$ cat config.mk
export PLATFORM = sky130hd
export DESIGN_NAME = lumi_ctrl_top
export DESIGN_NICKNAME = d
export VERILOG_FILES = /design/src/hdl/lumi_pkg.sv /design/src/hdl/lumi_reg_bus_if.sv /design/src/hdl/lumi_regif.sv /design/src/hdl/lumi_crdt_monitor.sv /design/src/hdl/lumi_regs.sv /design/src/hdl/lumi_ctrl_top.sv
export SDC_FILE = /design/constraint.sdc
export NUM_CORES = 1
export LEC_CHECK = 0
export BUFFER_PORTS_ARGS = -buffer_cell sky130_fd_sc_hd__buf_2
export CAP_MARGIN = 20
export CORE_AREA = 2 2 259 261
export DETAILED_ROUTE_END_ITERATION = 6
export DIE_AREA = 0 0 261 263
export PLACE_DENSITY_LB_ADDON = 0.12
export SLEW_MARGIN = 20
export SYNTH_ARGS = -nofsm -noshare
export SYNTH_HDL_FRONTEND = slang
export SYNTH_SLANG_ARGS = --single-unit
export TNS_END_PERCENT = 1
$ cat constraint.sdc
create_clock -name clk -period 3.91 [get_ports clk]
set_input_delay 0.391 -clock clk [delete_from_list [all_inputs] [get_ports clk]]
set_output_delay 0.391 -clock clk [all_outputs]
set_load 0.05 [all_outputs]
$ cat src/hdl/lumi_pkg.sv
`default_nettype none

package lumi_pkg;

   //##############################
   // widths that carry a meaning
   //##############################
   typedef logic [7:0]  reg_addr_t;   // register byte address
   typedef logic [31:0] reg_data_t;   // register data word
   typedef logic [7:0]  iow_t;        // pad width code, 2**n bytes
   typedef logic [15:0] crdt_t;       // credit count / interval
   typedef logic [31:0] cycles_t;     // perf cycle count
   typedef logic [1:0]  arbmode_t;    // crossbar arbitration mode

   //##############################
   // register address map
   //##############################
   localparam reg_addr_t LUMI_CTRL          = 8'h00;
   localparam reg_addr_t LUMI_STATUS        = 8'h04;   // read only
   localparam reg_addr_t LUMI_TXMODE        = 8'h08;
   localparam reg_addr_t LUMI_RXMODE        = 8'h0C;
   localparam reg_addr_t LUMI_CRDTINIT      = 8'h10;
   localparam reg_addr_t LUMI_CRDTINTRVL    = 8'h14;
   localparam reg_addr_t LUMI_REQSTALLCYC   = 8'h18;
   localparam reg_addr_t LUMI_RESPSTALLCYC  = 8'h1C;
   localparam reg_addr_t LUMI_REQACTIVECYC  = 8'h20;
   localparam reg_addr_t LUMI_RESPACTIVECYC = 8'h24;

   //##############################
   // credits
   //##############################
   localparam int    CRDT_DEPTH      = 5;   // rx fifo depth
   localparam int    NFIFO           = 8;   // parallel rx fifos
   localparam crdt_t TOT_CRDT        = crdt_t'(CRDT_DEPTH * NFIFO);
   localparam crdt_t CRDT_INTRVL_RST = 16'd16;   // default update interval

   // saturation point of the perf counters
   localparam cycles_t CYCLES_MAX = '1;

endpackage

`default_nettype wire

$ cat src/hdl/lumi_reg_bus_if.sv
`default_nettype none

// internal register bus, strobes plus a combinational read path
interface lumi_reg_bus_if
   import lumi_pkg::*;
();

   logic      write;   // write strobe, one cycle
   logic      read;    // read strobe, one cycle
   reg_addr_t addr;    // valid with either strobe
   reg_data_t wdata;
   reg_data_t rdata;   // comb from addr

   // front end side
   modport host (
      output write, read, addr, wdata,
      input  rdata
   );

   // register file side
   modport target (
      input  write, addr, wdata,
      output rdata
   );

endinterface

`default_nettype wire

$ cat src/hdl/lumi_regif.sv
`default_nettype none

module lumi_regif
   import lumi_pkg::*;
(
   input  wire            clk,
   input  wire            nreset,
   // request side
   input  wire            req_valid,
   input  wire            req_write,   // 1 = write, 0 = read
   input  wire reg_addr_t req_addr,
   input  wire reg_data_t req_wdata,
   output logic           req_ready,
   // response side, reads only
   output logic           resp_valid,
   output reg_data_t      resp_data,
   input  wire            resp_ready,
   // register bus
   lumi_reg_bus_if.host   bus
);

   logic req_fire;   // request handshake

   // one read in flight at most, also stall while its strobe is out
   assign req_ready = ~(resp_valid | bus.read);
   assign req_fire  = req_valid & req_ready;

   //##############################
   // request to strobes
   //##############################
   always_ff @(posedge clk or negedge nreset)
   begin
      if (!nreset)
      begin
         bus.write <= 1'b0;
         bus.read  <= 1'b0;
      end
      else
      begin
         bus.write <= req_fire & req_write;
         bus.read  <= req_fire & ~req_write;
      end
   end

   // addr and data line up with the strobes
   always_ff @(posedge clk)
   begin
      if (req_fire)
      begin
         bus.addr  <= req_addr;
         bus.wdata <= req_wdata;
      end
   end

   //##############################
   // held read response
   //##############################
   always_ff @(posedge clk or negedge nreset)
   begin
      if (!nreset)
         resp_valid <= 1'b0;
      else if (bus.read)
         resp_valid <= 1'b1;   // new response
      else if (resp_ready)
         resp_valid <= 1'b0;   // taken
   end

   // capture mux output with the strobe, stays put until taken
   always_ff @(posedge clk)
   begin
      if (bus.read)
         resp_data <= bus.rdata;
   end

endmodule

`default_nettype wire

$ cat src/hdl/lumi_crdt_monitor.sv
`default_nettype none

module lumi_crdt_monitor
   import lumi_pkg::*;
(
   input  wire     clk,
   input  wire     nreset,
   input  wire     pending,      // class has a packet waiting
   input  wire     crdt_avail,   // far side has credit for it
   input  wire     enable,       // tx enabled
   output cycles_t stall_cycles,
   output cycles_t active_cycles
);

   logic count_stall;
   logic count_active;

   // only cycles with traffic waiting are counted
   assign count_stall  = enable & pending & ~crdt_avail;
   assign count_active = enable & pending & crdt_avail;

   // no credit, packet stuck
   always_ff @(posedge clk or negedge nreset)
   begin
      if (!nreset)
         stall_cycles <= '0;
      else if (count_stall && (stall_cycles != CYCLES_MAX))
         stall_cycles <= stall_cycles + 1'b1;   // sticks at all ones
   end

   // credit there, packet moving
   always_ff @(posedge clk or negedge nreset)
   begin
      if (!nreset)
         active_cycles <= '0;
      else if (count_active && (active_cycles != CYCLES_MAX))
         active_cycles <= active_cycles + 1'b1;
   end

endmodule

`default_nettype wire

$ cat src/hdl/lumi_regs.sv
`default_nettype none

module lumi_regs
   import lumi_pkg::*;
(
   input  wire            clk,
   input  wire            nreset,
   input  wire            devicemode,      // 1 = device side
   input  wire            deviceready,     // from brick controller
   // phy status
   input  wire            phy_linkactive,
   input  wire iow_t      phy_iow,
   // register bus
   lumi_reg_bus_if.target bus,
   // perf counts from the monitors
   input  wire cycles_t   req_stall_cycles,
   input  wire cycles_t   resp_stall_cycles,
   input  wire cycles_t   req_active_cycles,
   input  wire cycles_t   resp_active_cycles,
   // controls out
   output logic           host_linkactive,
   output arbmode_t       csr_arbmode,
   output logic           csr_txen,
   output logic           csr_txcrdt_en,
   output logic           csr_rxen,
   output iow_t           csr_txiowidth,
   output iow_t           csr_rxiowidth,
   output crdt_t          csr_txcrdt_intrvl,
   output crdt_t          csr_rxcrdt_req_init,
   output crdt_t          csr_rxcrdt_resp_init
);

   logic      linkactive;
   logic      linkactive_d;
   logic      linkactive_rise;   // one cycle pulse

   reg_data_t ctrl_reg;
   reg_data_t txmode_reg;
   reg_data_t rxmode_reg;
   reg_data_t crdt_init_reg;     // {resp, req}
   crdt_t     crdt_intrvl_reg;

   logic      write_ctrl;
   logic      write_txmode;
   logic      write_rxmode;
   logic      write_crdt_init;
   logic      write_crdt_intrvl;

   //##############################
   // link active tracking
   //##############################
   // device side waits for the brick to be ready, host follows the phy
   always_ff @(posedge clk or negedge nreset)
   begin
      if (!nreset)
         linkactive <= 1'b0;
      else if (!devicemode || deviceready)
         linkactive <= phy_linkactive;
   end

   always_ff @(posedge clk or negedge nreset)
   begin
      if (!nreset)
      begin
         linkactive_d    <= 1'b0;
         linkactive_rise <= 1'b0;
      end
      else
      begin
         linkactive_d    <= linkactive;
         linkactive_rise <= linkactive & ~linkactive_d;
      end
   end

   assign host_linkactive = linkactive;

   // write decode, word aligned
   assign write_ctrl        = bus.write & (bus.addr[7:2] == LUMI_CTRL[7:2]);
   assign write_txmode      = bus.write & (bus.addr[7:2] == LUMI_TXMODE[7:2]);
   assign write_rxmode      = bus.write & (bus.addr[7:2] == LUMI_RXMODE[7:2]);
   assign write_crdt_init   = bus.write & (bus.addr[7:2] == LUMI_CRDTINIT[7:2]);
   assign write_crdt_intrvl = bus.write & (bus.addr[7:2] == LUMI_CRDTINTRVL[7:2]);

   //##############################
   // control registers
   //##############################
   always_ff @(posedge clk or negedge nreset)
   begin
      if (!nreset)
         ctrl_reg <= '0;
      else if (write_ctrl)
         ctrl_reg <= bus.wdata;
   end

   // link comes up with no sw sequence, modes load from the phy on the rise
   always_ff @(posedge clk or negedge nreset)
   begin
      if (!nreset)
         txmode_reg <= '0;
      else if (linkactive_rise)
         txmode_reg <= {8'h00, phy_iow, 8'h00, 4'b0001, 4'b0001};   // width, crdt en, tx en
      else if (write_txmode)
         txmode_reg <= bus.wdata;
   end

   always_ff @(posedge clk or negedge nreset)
   begin
      if (!nreset)
         rxmode_reg <= '0;
      else if (linkactive_rise)
         rxmode_reg <= {8'h00, phy_iow, 12'h000, 4'b0001};   // width, rx en
      else if (write_rxmode)
         rxmode_reg <= bus.wdata;
   end

   // wider pads mean fewer, bigger credits
   always_ff @(posedge clk or negedge nreset)
   begin
      if (!nreset)
         crdt_init_reg <= '0;
      else if (linkactive_rise)
         crdt_init_reg <= {TOT_CRDT >> phy_iow, TOT_CRDT >> phy_iow};
      else if (write_crdt_init)
         crdt_init_reg <= bus.wdata;
   end

   always_ff @(posedge clk or negedge nreset)
   begin
      if (!nreset)
         crdt_intrvl_reg <= CRDT_INTRVL_RST;
      else if (write_crdt_intrvl)
         crdt_intrvl_reg <= bus.wdata[15:0];
   end

   // csr outputs
   assign csr_arbmode          = ctrl_reg[5:4];
   assign csr_txen             = linkactive & txmode_reg[0];   // off while link down
   assign csr_txcrdt_en        = txmode_reg[4];
   assign csr_txiowidth        = txmode_reg[23:16];
   assign csr_rxen             = linkactive & rxmode_reg[0];
   assign csr_rxiowidth        = rxmode_reg[23:16];
   assign csr_txcrdt_intrvl    = crdt_intrvl_reg;
   assign csr_rxcrdt_req_init  = crdt_init_reg[15:0];
   assign csr_rxcrdt_resp_init = crdt_init_reg[31:16];

   //##############################
   // read mux
   //##############################
   always_comb
   begin
      case (bus.addr[7:2])
         LUMI_CTRL[7:2]          : bus.rdata = ctrl_reg;
         LUMI_STATUS[7:2]        : bus.rdata = {27'h0, linkactive, 4'h0};
         LUMI_TXMODE[7:2]        : bus.rdata = txmode_reg;
         LUMI_RXMODE[7:2]        : bus.rdata = rxmode_reg;
         LUMI_CRDTINIT[7:2]      : bus.rdata = crdt_init_reg;
         LUMI_CRDTINTRVL[7:2]    : bus.rdata = {16'h0000, crdt_intrvl_reg};
         LUMI_REQSTALLCYC[7:2]   : bus.rdata = req_stall_cycles;
         LUMI_RESPSTALLCYC[7:2]  : bus.rdata = resp_stall_cycles;
         LUMI_REQACTIVECYC[7:2]  : bus.rdata = req_active_cycles;
         LUMI_RESPACTIVECYC[7:2] : bus.rdata = resp_active_cycles;
         default                 : bus.rdata = '0;   // unmapped
      endcase
   end

endmodule

`default_nettype wire

$ cat src/hdl/lumi_ctrl_top.sv
`default_nettype none

module lumi_ctrl_top
   import lumi_pkg::*;
(
   input  wire            clk,
   input  wire            nreset,
   // register request
   input  wire            req_valid,
   input  wire            req_write,
   input  wire reg_addr_t req_addr,
   input  wire reg_data_t req_wdata,
   output logic           req_ready,
   // register response
   output logic           resp_valid,
   output reg_data_t      resp_data,
   input  wire            resp_ready,
   // link status
   input  wire            devicemode,
   input  wire            deviceready,
   input  wire            phy_linkactive,
   input  wire iow_t      phy_iow,
   // credit monitor taps
   input  wire            req_pending,
   input  wire            req_crdt_avail,
   input  wire            resp_pending,
   input  wire            resp_crdt_avail,
   // controls
   output logic           host_linkactive,
   output arbmode_t       csr_arbmode,
   output logic           csr_txen,
   output logic           csr_txcrdt_en,
   output logic           csr_rxen,
   output iow_t           csr_txiowidth,
   output iow_t           csr_rxiowidth,
   output crdt_t          csr_txcrdt_intrvl,
   output crdt_t          csr_rxcrdt_req_init,
   output crdt_t          csr_rxcrdt_resp_init
);

   cycles_t req_stall_cycles;
   cycles_t req_active_cycles;
   cycles_t resp_stall_cycles;
   cycles_t resp_active_cycles;

   lumi_reg_bus_if i_bus ();

   // external port to bus strobes
   lumi_regif i_regif (
      .clk        (clk),
      .nreset     (nreset),
      .req_valid  (req_valid),
      .req_write  (req_write),
      .req_addr   (req_addr),
      .req_wdata  (req_wdata),
      .req_ready  (req_ready),
      .resp_valid (resp_valid),
      .resp_data  (resp_data),
      .resp_ready (resp_ready),
      .bus        (i_bus.host)
   );

   // request class
   lumi_crdt_monitor i_req_monitor (
      .clk           (clk),
      .nreset        (nreset),
      .pending       (req_pending),
      .crdt_avail    (req_crdt_avail),
      .enable        (csr_txen),
      .stall_cycles  (req_stall_cycles),
      .active_cycles (req_active_cycles)
   );

   // response class
   lumi_crdt_monitor i_resp_monitor (
      .clk           (clk),
      .nreset        (nreset),
      .pending       (resp_pending),
      .crdt_avail    (resp_crdt_avail),
      .enable        (csr_txen),
      .stall_cycles  (resp_stall_cycles),
      .active_cycles (resp_active_cycles)
   );

   lumi_regs i_regs (
      .clk                  (clk),
      .nreset               (nreset),
      .devicemode           (devicemode),
      .deviceready          (deviceready),
      .phy_linkactive       (phy_linkactive),
      .phy_iow              (phy_iow),
      .bus                  (i_bus.target),
      .req_stall_cycles     (req_stall_cycles),
      .resp_stall_cycles    (resp_stall_cycles),
      .req_active_cycles    (req_active_cycles),
      .resp_active_cycles   (resp_active_cycles),
      .host_linkactive      (host_linkactive),
      .csr_arbmode          (csr_arbmode),
      .csr_txen             (csr_txen),
      .csr_txcrdt_en        (csr_txcrdt_en),
      .csr_rxen             (csr_rxen),
      .csr_txiowidth        (csr_txiowidth),
      .csr_rxiowidth        (csr_rxiowidth),
      .csr_txcrdt_intrvl    (csr_txcrdt_intrvl),
      .csr_rxcrdt_req_init  (csr_rxcrdt_req_init),
      .csr_rxcrdt_resp_init (csr_rxcrdt_resp_init)
   );

endmodule

`default_nettype wire

==> impl_results.md, run 1 <==
- Worst-margin pin slew: about 1.1 ns
- Startpoint Class: flip-flop
- Initial Utilization: roughly a quarter
- Crit path kind: flip-flop to flip-flop
- Clock latency on the worst-skew pair: 0.58 ns
- Sequential element share of the synthesized area: 55.7%
- Post-synth EDFFs: 70
- Seq cells post-synth: 348
- Peak supply drop: 0.315 mV
- Clk sink count: 348
- Min-Delay Endpoint: i_regif.bus.wdata[15]
- Largest net degree at the start of global routing: 87
- Crit-path max cell delay: between 0.9 and 1 ns
- Pwr dens: 473 mW/mm²
- DRC viols: 0
- RePlAce Congestion: approximately 0.79
- Data required time of the worst path: 4.40 ns
- Root Buffer: clkbuf_16
- RR Startpoint: i_regs.txmode_reg[0]
- # rows: 94
- Routed len/inst: 22.6 µm
- Buf+Inv Stages, Crit Path: 0
- Worst reg2reg path depth: 5
- Setup Skew: 0.0214 ns
- Synth Instances: about 1500
- Post-Layout Cell Count: 2558
- Total Routing Usage GR: 16.7%
- Worst path slowest cell: nor3_1
- Final hold vios: 0
- Die Ht: 263 µm
- Mapped Nets: ~1500
- Syn_area_per_cell: 11.0 µm²
- Min-Delay Path Depth: 1
- FF-to-FF End: i_resp_monitor.stall_cycles[25]
- First-pass GRT wire length: 85.0 mm
- Grt met3 use: 2.31%
- Reg-to-reg setup timing slack: 0.96 ns
- Post-CTS Setup Inserts: 0
- Routed via count: 12400
- H-Tree Level Count: 2
- Vias in the first global route: 12500
- Top Ports: between 150 and 200
- Primary FF master, synth: dfrtp_1
- MaxCap Viol Count: 0
- First drt pass iteration count: 6
- CP cell instances: nand4b_1 > nor3_1 > nand3_1 > nor4_1 > xor2_1
- Initial antenna violation count: 0
- Worst slew margin: 29.5%
- Nets: 1720
- Fmax achieved: 339 MHz
- Critical path peak fanout: 7
- Synthesis-to-finish area growth: 21.5%
- Met2 Use GR: 26.1%
- Worst-path clk slew: 0.06 ns
- Total gr overflow: 0
- Final number of setup-violating endpoints: 0
- RSZ-0062 raised after global routing: false
- Fraction of layout cells with a size suffix above 1: between 20 and 25%
- Vias per inst: 4.85
- PortBufs: 161
- Total CTS buffers: 42
- DIE AREA: slightly below 0.07 mm²
- Tcrit/Tclk final: approximately 75%
- Final worst path period need: 2.95 ns
- Final Max Tran Viols: 0
- Core ar.: ~0.066 mm²
- CTS Hold Bufs: 37
- Longest Clk Path Bufs: 3
- Synth warnings: 0
- DP Cell Count: between 2000 and 2500
- Commonest non-fill, non-tap cell in the layout: dfrtp_1
- Mapped cell area: 0.0163 mm²
- First-iteration detailed-routing DRC count: between 1000 and 1500
- FFs w/ async S/R, synth: 79.9%
- Most frequent cells in the layout: dfrtp_1, nand2_1, buf_2, mux2_2, nand3_1
- CTS tree: done
- Worst Hold Class: input pin to flip-flop
- GRT busiest layer: met2
- CP endpoint kind: flip-flop
- Critical hold path startpoint: req_wdata[15]
- CP top delay family: simple AND/OR/NAND/NOR gates
- Post-cts gate resize count: 0
- Distinct cells, synth: 61
- HPWL after DPL: 40.6 mm
- Critical path arrival: 3.44 ns
- Setup_tns: 0 ns
- Outcome: finished, final reports clean
- Pleak: 8.59 nW
- Die width: approximately 260 µm
- Final ANT Viol Nets: 0
- Met1 Usage GRT: a little under a quarter
- WL final: 57.7 mm
==> per-layer routing <==
metal	vias up	part of all wire, %
li1	5719	-
met1	6323	47
met2	300	46
met3	68	4.3
met4	0	2.4
met5	-	0
==> cell families after synthesis <==
group / synth area share, %
AND/OR/NAND/NOR: 17.4
adder cells (fa/ha/maj): 0.308
AO/OA/AOI/OAI: 9.74
XOR/XNOR: 6.36
flip-flops: 55.7
buffers and inverters: 3.07
multiplexers: 7.42
==> report_power, final <==
group | switching (mW) | internal, mW
Clock | 1.62 | 2.31
Sequential | 0.343 | 3.96
Combinational | 0.757 | 0.354
Total | 2.72 | 6.62
==> worst max-delay path by stage <==
stage | from | cells past startpoint | endpoint
6_report | i_regs.txmode_reg[0] | 5 | i_resp_monitor.stall_cycles[25]
5_1_grt | i_regs.txmode_reg[0] | 5 | i_resp_monitor.stall_cycles[25]
4_1_cts | i_regs.txmode_reg[0] | 5 | i_resp_monitor.stall_cycles[25]
3_3_place_gp | i_regs.txmode_reg[0] | 5 | i_resp_monitor.stall_cycles[25]
3_5_place_dp | i_regs.txmode_reg[0] | 5 | i_resp_monitor.stall_cycles[25]
2_1_floorplan | i_regif.bus.read | 2 | i_regif.bus.addr[2]
==> synth_stat cells, types with 19 or more instances <==
cell type  instances  area (µm²)
a21oi_1           72         360
a222oi_1          32         320
a22o_1            47         412
a22oi_1           29         218
and3_1            26         163
buf_4             19         143
clkbuf_1          72         270
dfrtp_1          277        6930
edfxtp_1          70        2100
mux2_2           101        1140
nand2_1          259         972
nand3_1           79         395
nand4_1           48         300
nor2_1            60         225
nor3_1            26         130
xnor2_1           72         631
xor2_1            46         403
==> through the flow <==
| stage | total power, mW | setup WS (ns) | hold WS [ns] | util (%) | area, µm² |
|---|---|---|---|---|---|
| after floorplan | 5.00 | 0.842 | 0.0954 | - | 16300 |
| after global placement | 5.45 | 1.08 | 0.378 | 27.4 | 18000 |
| after detailed placement | 5.46 | 1.07 | 0.380 | 27.4 | 18000 |
| after CTS | 9.49 | 1.04 | 0.00317 | 30.1 | 19700 |
| after global routing | 9.73 | 0.820 | 0.0103 | 30.1 | 19700 |
| final | 9.34 | 0.964 | 0.0402 | 30.1 | 19800 |
==> worst register-to-register path: stages (launching register included) <==
cell	delay [ns]
dfrtp_1	0.56
nand4b_1	0.40
nor3_1	0.94
nand3_1	0.40
nor4_1	0.37
xor2_1	0.18
==> final cells by class <==
cell class | count | area (µm²)
Timing Repair Buffer | 231 | 1470
Clock buffer | 67 | 1240
Fill cell | 6872 | 45900
Sequential cell | 348 | 9060
Antenna cell | 4 | 10.0
Inverter | 8 | 30.0
Tap cell | 864 | 1080
Clock inverter | 11 | 129
Multi-Input combinational cell | 1025 | 6740
No activity file was read; power rests on OpenSTA's default activity.
==> inputs of run 2 (changes only) <==
==> constraint.sdc (replaced) <==
create_clock -name clk -period 2.95 [get_ports clk]
set_input_delay 0.295 -clock clk [delete_from_list [all_inputs] [get_ports clk]]
set_output_delay 0.295 -clock clk [all_outputs]
set_load 0.05 [all_outputs]
==> run 2 against run 1 <==
  * Hold slack lost 0.013 ns
  * Clock power grew 36%
  * First-iteration DRC count shrank 6.2%
  * Sequential share of layout area shrank 0.66 points
  * Sequential cell count is the same
  * Total power grew 35%
  * Largest cell class unchanged
  * Non-clock buffer count grew 29
  * Maximum frequency grew 22%
  * Critical path type unchanged
  * Critical path depth is the same
  * Register-to-register slack lost 0.43 ns
==> impl_results.md, run 2 (same netlist as run 1, synthesis figures left out) <==
- Outcome: finished, final reports clean
- DP Area: 0.0182 mm² (+1.1%)
- Worst-path clk slew: 0.06 ns (about the same)
- PortBufs: 161 (unchanged)
- Clk sink count: 348 (unchanged)
- Routed via count: 12400 (+0.032%)
- Initial Utilization: 24.8% (unchanged)
- Final number of setup-violating endpoints: 0 (unchanged)
- Worst reg2reg path depth: 5 (unchanged)
- Final worst path period need: 2.41 ns (-0.533 ns)
- Core ar.: 0.0656 mm² (unchanged)
- Min-Delay Path Depth: 2 (+1)
- Critical path arrival: 2.87 ns (-0.57 ns)
- Die Ht: 263 µm (unchanged)
- Clock latency on the worst-skew pair: 0.58 ns (about the same)
- Total Routing Usage GR: 16.7% (about the same)
- Worst setup startpoint: i_resp_monitor.stall_cycles[16]
- Top Ports: 164 (unchanged)
- RR Startpoint: i_resp_monitor.stall_cycles[16]
- Crit path kind: flip-flop to flip-flop
- DIE AREA: 0.0686 mm² (unchanged)
- Largest net degree at the start of global routing: 82 (-5.7%)
- Worst Hold Class: input pin to flip-flop
- Peak supply drop: 0.371 mV (+18%)
- Final Power: 12.6 mW (+35%)
- # rows: 94 (unchanged)
- Worst-margin pin slew: 0.806 ns (-0.249 ns)
- CTS tree: done
- Worst slew margin: 46.1% (+17 points)
- Final ANT Viol Nets: 0 (unchanged)
- Initial antenna violation count: 2 (+2)
- RSZ-0062 raised after global routing: false
- CP endpoint kind: flip-flop
- Post-cts gate resize count: 0 (unchanged)
- Data required time of the worst path: 3.40 ns (-1.00 ns)
- Fraction of layout cells with a size suffix above 1: 23.4% (+1.1 points)
- First-iteration detailed-routing DRC count: 999 (-6.2%)
- Commonest non-fill, non-tap cell in the layout: dfrtp_1
- Final instance area: 0.0200 mm² (+1.5%)
- Final hold vios: 0 (unchanged)
- Setup_tns: 0 ns (unchanged)
- First drt pass iteration count: 6 (unchanged)
- Routed len/inst: 22.2 µm (-1.8%)
- Setup Skew: 0.0158 ns (-0.00562 ns)
- Final Max Tran Viols: 0 (unchanged)
- HPWL after DPL: 40.5 mm (-0.24%)
- Critical Path End: i_resp_monitor.stall_cycles[1]
- Post-CTS Setup Inserts: 0 (unchanged)
- Pwr dens: 627 mW/mm² (+33%)
- Top sig layer: met5
- Synthesis-to-finish area growth: 23.3%
- Met1 wire length: 26.8 mm (-0.83%)
- Fmax achieved: 415 MHz (+22%)
- Detail Route met3 WL: 3.13 mm (+27%)
- Pleak: 8.77 nW (+2.0%)
- Most frequent cells in the layout: dfrtp_1, nand2_1, buf_2, mux2_2, nand3_1
- Tcrit/Tclk final: 81.8% (+6.4 points)
- DRC viols: 0 (unchanged)
- Root Buffer: clkbuf_16
- Reg-to-reg setup timing slack: 0.54 ns (-0.43 ns)
- RePlAce Congestion: 0.795 (+0.25%)
- Startpoint Class: flip-flop
- Vias in the first global route: 12700 (+1.9%)
- Vias per inst: 4.80 (-1.1%)
- Nets: 1750 (+1.7%)
- FF-to-FF End: i_resp_monitor.stall_cycles[1]
- H-Tree Level Count: 2 (unchanged)
- Longest Clk Path Bufs: 3 (unchanged)
- Total CTS buffers: 43 (+2.4%)
- WL final: 57.3 mm (-0.74%)
- Wire length on met2: 26.0 mm (-2.9%)
- Total gr overflow: 0 (unchanged)
- First-pass GRT wire length: 85.4 mm (+0.53%)
- Die width: 261 µm (unchanged)
- Critical path peak fanout: 9 (+2)
- MaxCap Viol Count: 0 (unchanged)
run 2: critical path: stages (launching register included):
cell and delay (ns):
dfrtp_1 0.43, nand3_1 0.24, or3_1 0.54, or4b_4 0.67, nand2_4 0.12, mux2_4 0.29
run 2: cell type report:
type                    instances  area [µm²]
clock buffers                  71        1300
fillers                      6832       45600
repair buffers                260        1710
clock inverters                 9         113
diodes                          1        2.50
well taps                     864        1080
inverters                       8        30.0
flip-flops and latches        348        9060
multi-input cells            1025        6740
run 2: routing by layer:
layer | global-route usage (%) | vias to the layer above
li1 | - | 5785
met4 | 4.27 | 2
met5 | 0 | -
met3 | 3.16 | 79
met2 | 25.7 | 304
met1 | 23.9 | 6244
run 2: how the worst min path moves through the flow:
stage	from	to	slack, ns
4_1_cts	req_valid	i_regif.bus.write	0.002
3_5_place_dp	nreset	i_regs.csr_txcrdt_intrvl[8]	0.26
2_1_floorplan	nreset	i_regif.bus.read	-0.0006
5_1_grt	req_valid	i_regif.bus.write	0.02
3_3_place_gp	nreset	i_regs.crdt_init_reg[11]	0.26
6_report	req_valid	i_regif.bus.write	0.03
run 2: metrics by stage:
| stage | worst slack, ns | util (%) | std cells | hold slack [ns] |
|---|---|---|---|---|
| after global placement | 0.574 | 27.7 | 2463 | 0.264 |
| after global routing | 0.449 | 30.5 | 2585 | 0.0197 |
| after detailed placement | 0.547 | 27.7 | 2463 | 0.265 |
| final | 0.538 | 30.5 | 2586 | 0.0268 |
| after floorplan | 0.254 | - | 1482 | -0.000591 |
| after CTS | 0.516 | 30.5 | 2585 | 0.00169 |
run 2: repair_timing:
| action | 4_1_cts | 5_1_grt |
|---|---|---|
| hold buffers | 42 | 0 |
| endpoints found under the setup margin | 0 | 0 |
| endpoints found under the hold margin | 91 | 0 |
run 2: power breakdown:
part | switching, mW | internal (mW) | total, mW
clock | 2.17 | 3.19 | 5.36
combinational | 1.04 | 0.491 | 1.53
sequential | 0.434 | 5.24 | 5.68
